--- config.mk ---
export PLATFORM = sky130hd
export DESIGN_NAME = cfg_sequencer
export DESIGN_NICKNAME = d
export VERILOG_FILES = /design/src/sccb_pkg.sv /design/src/cfg_sequencer.sv
export VERILOG_INCLUDE_DIRS = /design/src /design/src/src
export SDC_FILE = /design/constraint.sdc
export NUM_CORES = 1
export LEC_CHECK = 0
export BUFFER_PORTS_ARGS = -buffer_cell sky130_fd_sc_hd__buf_2
export CAP_MARGIN = 20
export CORE_MARGIN = 4
export CORE_UTILIZATION = 51
export CTS_BUF_LIST = sky130_fd_sc_hd__clkbuf_16
export CTS_CLUSTER_SIZE = 30
export DETAILED_ROUTE_END_ITERATION = 8
export GPL_ROUTABILITY_DRIVEN = 0
export PLACE_DENSITY = 0.89
export SETUP_SLACK_MARGIN = 0.5
export SLEW_MARGIN = 20
export SYNTH_ARGS = -nofsm -noshare
export SYNTH_HDL_FRONTEND = slang
export SYNTH_SLANG_ARGS = --single-unit
--- constraint.sdc ---
create_clock -name sclk -period 4.75 [get_ports sclk]
set_input_delay 1.1875 -clock sclk [delete_from_list [all_inputs] [get_ports sclk]]
set_output_delay 1.1875 -clock sclk [all_outputs]
set_load 0.02 [all_outputs]
--- src/cfg_table.svh ---
// Sensor register init table
// Soft reset, PLL setup, output size and stream enable

`ifndef CFG_TABLE_SVH
`define CFG_TABLE_SVH

localparam sccb_pkg::cfg_word_u CFG_TABLE [sccb_pkg::CFG_NUM] = '{
        //      ID                   REG_ADDR  REG_VAL
        {sccb_pkg::SCCB_WR_ID, 16'h3008, 8'h82},        // Soft reset
        {sccb_pkg::SCCB_WR_ID, 16'h3008, 8'h42},        // Power down during setup
        {sccb_pkg::SCCB_WR_ID, 16'h3103, 8'h03},        // System clock from PLL
        {sccb_pkg::SCCB_WR_ID, 16'h3034, 8'h1a},
        {sccb_pkg::SCCB_WR_ID, 16'h3035, 8'h21},        // PLL system divider
        {sccb_pkg::SCCB_WR_ID, 16'h3036, 8'h69},        // PLL multiplier
        {sccb_pkg::SCCB_WR_ID, 16'h3037, 8'h13},        // PLL root and pre divider
        {sccb_pkg::SCCB_WR_ID, 16'h3808, 8'h04},        // Output width 1024
        {sccb_pkg::SCCB_WR_ID, 16'h3809, 8'h00},
        {sccb_pkg::SCCB_WR_ID, 16'h380a, 8'h02},        // Output height 720
        {sccb_pkg::SCCB_WR_ID, 16'h380b, 8'hd0},
        {sccb_pkg::SCCB_WR_ID, 16'h3008, 8'h02}         // Wake up, start streaming
};

`endif

--- src/sccb_pkg.sv ---
// Shared SCCB definitions
// Command word union with register and bus views,
// register byte type, table size and device id

package sccb_pkg;

        typedef logic [7:0] reg_val_t;          // Register value / read data

        // Register view, as written in the init table
        typedef struct packed {
                logic [7:0]     dev_id;
                logic [15:0]    reg_addr;
                reg_val_t       reg_val;
        } cfg_reg_t;

        // Bus view, as shifted out by the master
        typedef struct packed {
                logic [6:0]             dev_addr;
                logic                   rd;             // Low bit of device id
                logic [2:0][7:0]        tx_bytes;       // [2] goes out first
        } cfg_bus_t;

        typedef union packed {
                cfg_reg_t       regs;
                cfg_bus_t       bus;
        } cfg_word_u;

        //****************************************
        // Table and bus constants
        //****************************************
        localparam int CFG_NUM          = 12;
        localparam int CFG_IDX_W        = 4;

        localparam logic [7:0] SCCB_WR_ID = 8'h78;      // Read id is 8'h79

endpackage

--- src/cfg_sequencer.sv ---
// Init table sequencer
// Steps the register table one entry per bus transaction,
// waits the settling time, then hands the bus to the debug port

`timescale 1ns/10ps

`include "cfg_table.svh"

module cfg_sequencer #(
        parameter int SETTLE_CYCLES = 10000
) (
        input  logic                    sclk,
        input  logic                    s_rst_n,
        input  logic                    estart,
        input  sccb_pkg::cfg_word_u     ewdata,
        input  logic                    busy,
        output logic                    cmd_start,
        output sccb_pkg::cfg_word_u     cmd_word,
        output logic                    cfg_done
);

localparam int CNT_W = $clog2(SETTLE_CYCLES + 1);

logic [sccb_pkg::CFG_IDX_W-1:0]         cfg_index;
logic                                   start;
logic [2:0]                             busy_arr;
logic                                   busy_neg;
logic                                   tbl_end;
logic                                   counting;
logic [CNT_W-1:0]                       cnt_settle;
sccb_pkg::cfg_word_u                    tbl_word;

//****************************************
// Table walk
//****************************************
assign tbl_end  = (cfg_index == sccb_pkg::CFG_IDX_W'(sccb_pkg::CFG_NUM));
assign busy_neg = busy_arr[2] & ~busy_arr[1];
assign tbl_word = tbl_end ? '0 : CFG_TABLE[cfg_index];

always_ff @(posedge sclk or negedge s_rst_n) begin
        if (!s_rst_n)
                busy_arr <= 3'b000;
        else
                busy_arr <= {busy_arr[1:0], busy};
end

always_ff @(posedge sclk or negedge s_rst_n) begin
        if (!s_rst_n)
                start <= 1'b0;
        else if (cfg_index == '0 && !start)     // Kick off entry 0
                start <= 1'b1;
        else if (busy_neg && !tbl_end)
                start <= 1'b1;
        else
                start <= 1'b0;
end

always_ff @(posedge sclk or negedge s_rst_n) begin
        if (!s_rst_n)
                cfg_index <= '0;
        else if (start)
                cfg_index <= cfg_index + 1'b1;
end

//****************************************
// Settling time after the last write
//****************************************
assign counting = !cfg_done && (cnt_settle != '0 || (tbl_end && busy_neg));

always_ff @(posedge sclk or negedge s_rst_n) begin
        if (!s_rst_n)
                cnt_settle <= '0;
        else if (counting)
                cnt_settle <= cnt_settle + 1'b1;
end

always_ff @(posedge sclk or negedge s_rst_n) begin
        if (!s_rst_n)
                cfg_done <= 1'b0;
        else if (counting && cnt_settle == CNT_W'(SETTLE_CYCLES - 1))
                cfg_done <= 1'b1;               // Held until reset
end

// Debug port owns the bus once init is over
assign cmd_start = cfg_done ? (estart & ~busy) : start;
assign cmd_word  = cfg_done ? ewdata : tbl_word;

endmodule

# After elaboration in Yosys (flattened, before gate mapping)
# Memories as Yosys holds them, arrays and structs flattened.
# Index checks and enable logic that the tools add are counted.
# totals
memories	1
rom_bits	512
regBits	23
input_bits	36
out_inout_bits	34
# memory_table
memory	words	word_bits	rd	rd_clocked_by_memory_dff	wr	line	text
(no name shown)	16	32	1	0	0	cfg_sequencer.sv:38	assign tbl_word = tbl_end ? '0 : CFG_TABLE[cfg_index];
# classes
order_cmp	1
n_eq_ne	2
bitwise_logic	5
mux	7
reduce_logical	11
add_sub_neg	2
# op_table
cell	count
32-bit two-way mux	4
14-bit by 1-bit adder with 14-bit output (second input constant)	1
14-bit == test (second input constant)	1
14-bit nonzero test	1
5-bit greater-or-equal comparator (second input constant)	1
1-bit logical AND	5
4-bit inverter with 5-bit output	1
4-bit by 1-bit adder with 4-bit output (second input constant)	1
4-bit == test (second input constant)	1
4-bit logical NOT	1
1-bit logical NOT	3
1-bit two-way mux	3
1-bit bitwise AND	2
1-bit inverter	2
1-bit logical OR	1

# Logic depth before layout (Yosys ltp)
# depth
depth_word	6
ltp_mapped	6
depth_no_buf	6

# Worst setup path before layout
# OpenSTA, ideal clock, no wires.
# synth_path
path_type	register to output
from	reg cfg_index[0] (netlist name)
to	out cmd_word[8] (netlist name)
path_stages_with_launch	7
t_arrival_ns	1.693
slack_ns	1.870
path_buffers	0
required_ns	3.563
path_cell_list	dfrtp_1 inv_1 ha_1 and2_1 o21ai_0 o31ai_1 o21ai_0
# synth_rtl
item	line	text
from (decl)	cfg_sequencer.sv:24	logic [sccb_pkg::CFG_IDX_W-1:0] cfg_index;
from (signal assigned)	cfg_sequencer.sv:62	cfg_index <= cfg_index + 1'b1;
to (decl)	cfg_sequencer.sv:18	output sccb_pkg::cfg_word_u cmd_word,

==> flow_summary_export.csv <==
group,metric,value,unit
pwr,pwr-share-comb,54.1,%
sta,slew_violations,0,
cells_and_area,final-instance-count-excl-fill,277,
die,floorplan.rows,19,
sta,slew-limit-headroom,35.3,%
synth,fraction_of_the_yosys_area_taken_by_sequential_cells,36.4,%
cells_and_area,finalNetCount,291,
die,ioPinCount,70,
cells_and_area,post-route-cell-area,0.00201,sq mm
pwr,netSwitchingFraction,46.1,%
synth,yosysWarnings,0,
min_path,hold_depth,0,
placed_design,placement.cell_area,0.00193,sq mm
worst_setup_path,worstPathMaxFanout,37,
cts,postCtsSetupBuffers,0,
cts,cts_htree_levels,1,
die,die_y,63.7,um
sta,hold_viol_final,0,
placed_design,preCtsSetupSlack,1710,ps
sta,max_clock_freq,0.302,GHz
sta,clock-skew-final,1.65,ps
run_status,run_status,"finished clean",
sta,setup_slack_after_layout,1430,ps
synth,mappedNetlistNets,226,
synth,yosysMostFrequentCell,"sky130_fd_sc_hd__nand2_1",
synth,netlist_top_cells_area,"sky130_fd_sc_hd__dfrtp_1, sky130_fd_sc_hd__ha_1, sky130_fd_sc_hd__nand2_1, sky130_fd_sc_hd__xor2_1, sky130_fd_sc_hd__and2_1",
pwr,ir_drop,0.000368,V
flow_run,maxCapViolCount,0,
sta,setup_viol,0,
sta,post-route-min-period,3320,ps
synth,synth-async-reset-ratio,100,%
sta,worst_slew_pin_slew,971,ps
placed_design,portBuffers,69,
pwr,internal_power,0.000623,W
die,effective_utilization_at_floorplan,55.5,%
cts,clock_latency,250,ps
route,drt_pass1_iterations,4,
cts,cts_root_buf,"sky130_fd_sc_hd__clkbuf_16",
sta,grt_setup_unrepaired,"no",
cts,cts_sinks,23,
cts,clkTransAtPathRegs,60,ps
pwr,total_leakage_power,1.10,nW
cts,clock_path_buffers,2,
synth,synth.ff_latch_count,23,
global_routing,grt_use_total,19.9,%
synth,synth_area_per_cell,8.70,sq um
global_routing,maximum_number_of_pins_on_one_net_before_global_route_repair,38,
global_routing,antenna_found_initial,0,
cts,cts_repair_resize_count,0,
cts,tritoncts,"yes",
pwr,clock_power_share,15.3,%
route,route.detailed.drc,0,
route,drt.antenna.violating_nets,0,
route,wirelength,3720,um
route,vias_per_cell,5.58,
worst_setup_path,arrival_time_at_the_worst_endpoint,2130,ps
min_path,worst_hold_path_type,"reg -> reg",
cells_and_area,drive_gt1_share,32.9,%
synth,synth.largest_area_cell,"sky130_fd_sc_hd__dfrtp_1",
worst_setup_path,cp.required,3560,ps
die,die-area,0.00406,sq mm
synth,postSynth.topFlopCell,"sky130_fd_sc_hd__dfrtp_1",
synth,synth_cell_type_count,42,
placed_design,placed_cells,273,
synth,synth_top_area_share,36.4,%
global_routing,grt_overflow,0,
sta,fin_crit_sh,69.8,%
route,dr_total_vias,1547,
synth,netlist_instances,182,
worst_setup_path,timing.reg2reg.worst_path_depth,6,
route,routed_wire_length_per_instance,13.4,um
die,die_w,63.7,um
worst_setup_path,worst-setup-path-type,"reg -> out",
placed_design,post-dp-hpwl,2880,um
worst_setup_path,critPathLaunchType,"flop",
sta,fin_setup_tns,0,ps
die,floorplan.core_area,0.00285,sq mm
cells_and_area,n_antenna_cell,0,
route,dr.first_iter.drc_count,53,
pwr,power_per_cell_area,575,mW/mm^2
cts,cts-buffers-inserted,3,
synth,synthTopCellsByCount,"sky130_fd_sc_hd__nand2_1, sky130_fd_sc_hd__dfrtp_1, sky130_fd_sc_hd__inv_1",
global_routing,grt_pass1_wl,6580,um
worst_setup_path,end_kind,"output pin",
pwr,sequential_power_share,30.6,%
synth,synth-edff-count,0,
synth,post_synth_instance_area,0.00158,sq mm
pwr,power.net_switching,0.000533,W
cts,cts_hold_repair.buffers,0,
cells_and_area,area_growth,27.0,%
global_routing,via_count_of_the_first_global_routing_pass,1479,
cells_and_area,utilization,70.5,%
critical path, stage by stage, from the launching register on:
cell	delay (ps)
sky130_fd_sc_hd__dfrtp_1	980
sky130_fd_sc_hd__buf_4	370
sky130_fd_sc_hd__nor2_1	100
sky130_fd_sc_hd__o211ai_1	180
sky130_fd_sc_hd__nand2_1	70
sky130_fd_sc_hd__buf_2	160
registers in the layout, indices dropped and copies added (netlist names):
register and flops:
cfg_index 4, busy_arr 3, start 1, cnt_settle 14
cfg_done 1
worst paths after layout:
kind,start,slack [ps],end
hold / removal,busy_arr[0]$_DFF_PN0_,360,busy_arr[1]$_DFF_PN0_
max in group asynchronous,s_rst_n,3510,cnt_settle[7]$_DFFE_PN0P_
min in group asynchronous,s_rst_n,900,cnt_settle[12]$_DFFE_PN0P_
setup reg to reg,cfg_index[1]$_DFFE_PN0P_,2720,cnt_settle[1]$_DFFE_PN0P_
setup / recovery,cfg_done$_DFFE_PN0P_,1430,cmd_word[13]
hold reg to reg,busy_arr[0]$_DFF_PN0_,360,busy_arr[1]$_DFF_PN0_
placed cells by master, fill, tap and decap left out, types with 4 or more instances in the layout:
| cell type | instances |
|---|---|
| sky130_fd_sc_hd__a21oi_1 | 8 |
| sky130_fd_sc_hd__and2_1 | 11 |
| sky130_fd_sc_hd__buf_2 | 69 |
| sky130_fd_sc_hd__dfrtp_1 | 23 |
| sky130_fd_sc_hd__ha_1 | 8 |
| sky130_fd_sc_hd__inv_1 | 15 |
| sky130_fd_sc_hd__mux2i_1 | 4 |
| sky130_fd_sc_hd__nand2_1 | 24 |
| sky130_fd_sc_hd__nand3_1 | 7 |
| sky130_fd_sc_hd__nor2_1 | 5 |
| sky130_fd_sc_hd__nor3_1 | 4 |
| sky130_fd_sc_hd__o21ai_0 | 10 |
| sky130_fd_sc_hd__o31ai_1 | 4 |
| sky130_fd_sc_hd__xnor2_1 | 6 |
| sky130_fd_sc_hd__xor2_1 | 8 |
cell type report:
| class | instances | area [sq um] |
|---|---|---|
| Tap cell | 31 | 38.8 |
| Sequential cell | 23 | 576 |
| Timing Repair Buffer | 70 | 353 |
| Clock inverter | 1 | 3.75 |
| Multi-Input combinational cell | 135 | 912 |
| Fill cell | 221 | 842 |
| Clock buffer | 3 | 75.1 |
| Inverter | 14 | 52.6 |
layer usage:
layer  wire length [um]  vias up  track usage (%)
li1                   -      752                -
met4                 60        0             7.82
met5                  0        -                0
met3                320        6             4.09
met2               1730       79             31.9
met1               1610      710             26.2
logic make-up (layout without fill, tap and decap cells):
group,Yosys count,after routing,share of synthesized area [%]
muxes,7,7,4.90
xor gates and xnor gates,14,14,7.75
and+or+nand+nor,69,69,23.3
AOI/OAI and AO/OA,37,37,15.3
adders and majority gates,8,8,6.32
DFF,23,23,36.4
buffers and inverters,24,88,6.01
stage by stage:
| step | hold slack [ps] | power, W |
|---|---|---|
| after floorplan | 331 | 0.000789 |
| after global routing | 385 | 0.00125 |
| after CTS | 366 | 0.00116 |
| after detailed placement | 350 | 0.000977 |
| final | 363 | 0.00116 |
| after global placement | 334 | 0.000954 |
power by group through the flow:
stage	Combinational [W]	Sequential [W]	Clock, W
2_1_floorplan	0.000488	0.000301	0
3_3_place_gp	0.000602	0.000353	0
3_5_place_dp	0.000622	0.000354	0
4_1_cts	0.000628	0.000352	0.000183
5_1_grt	0.000692	0.000368	0.000193
6_report	0.000625	0.000354	0.000177
(Power assumes the default switching activity.)
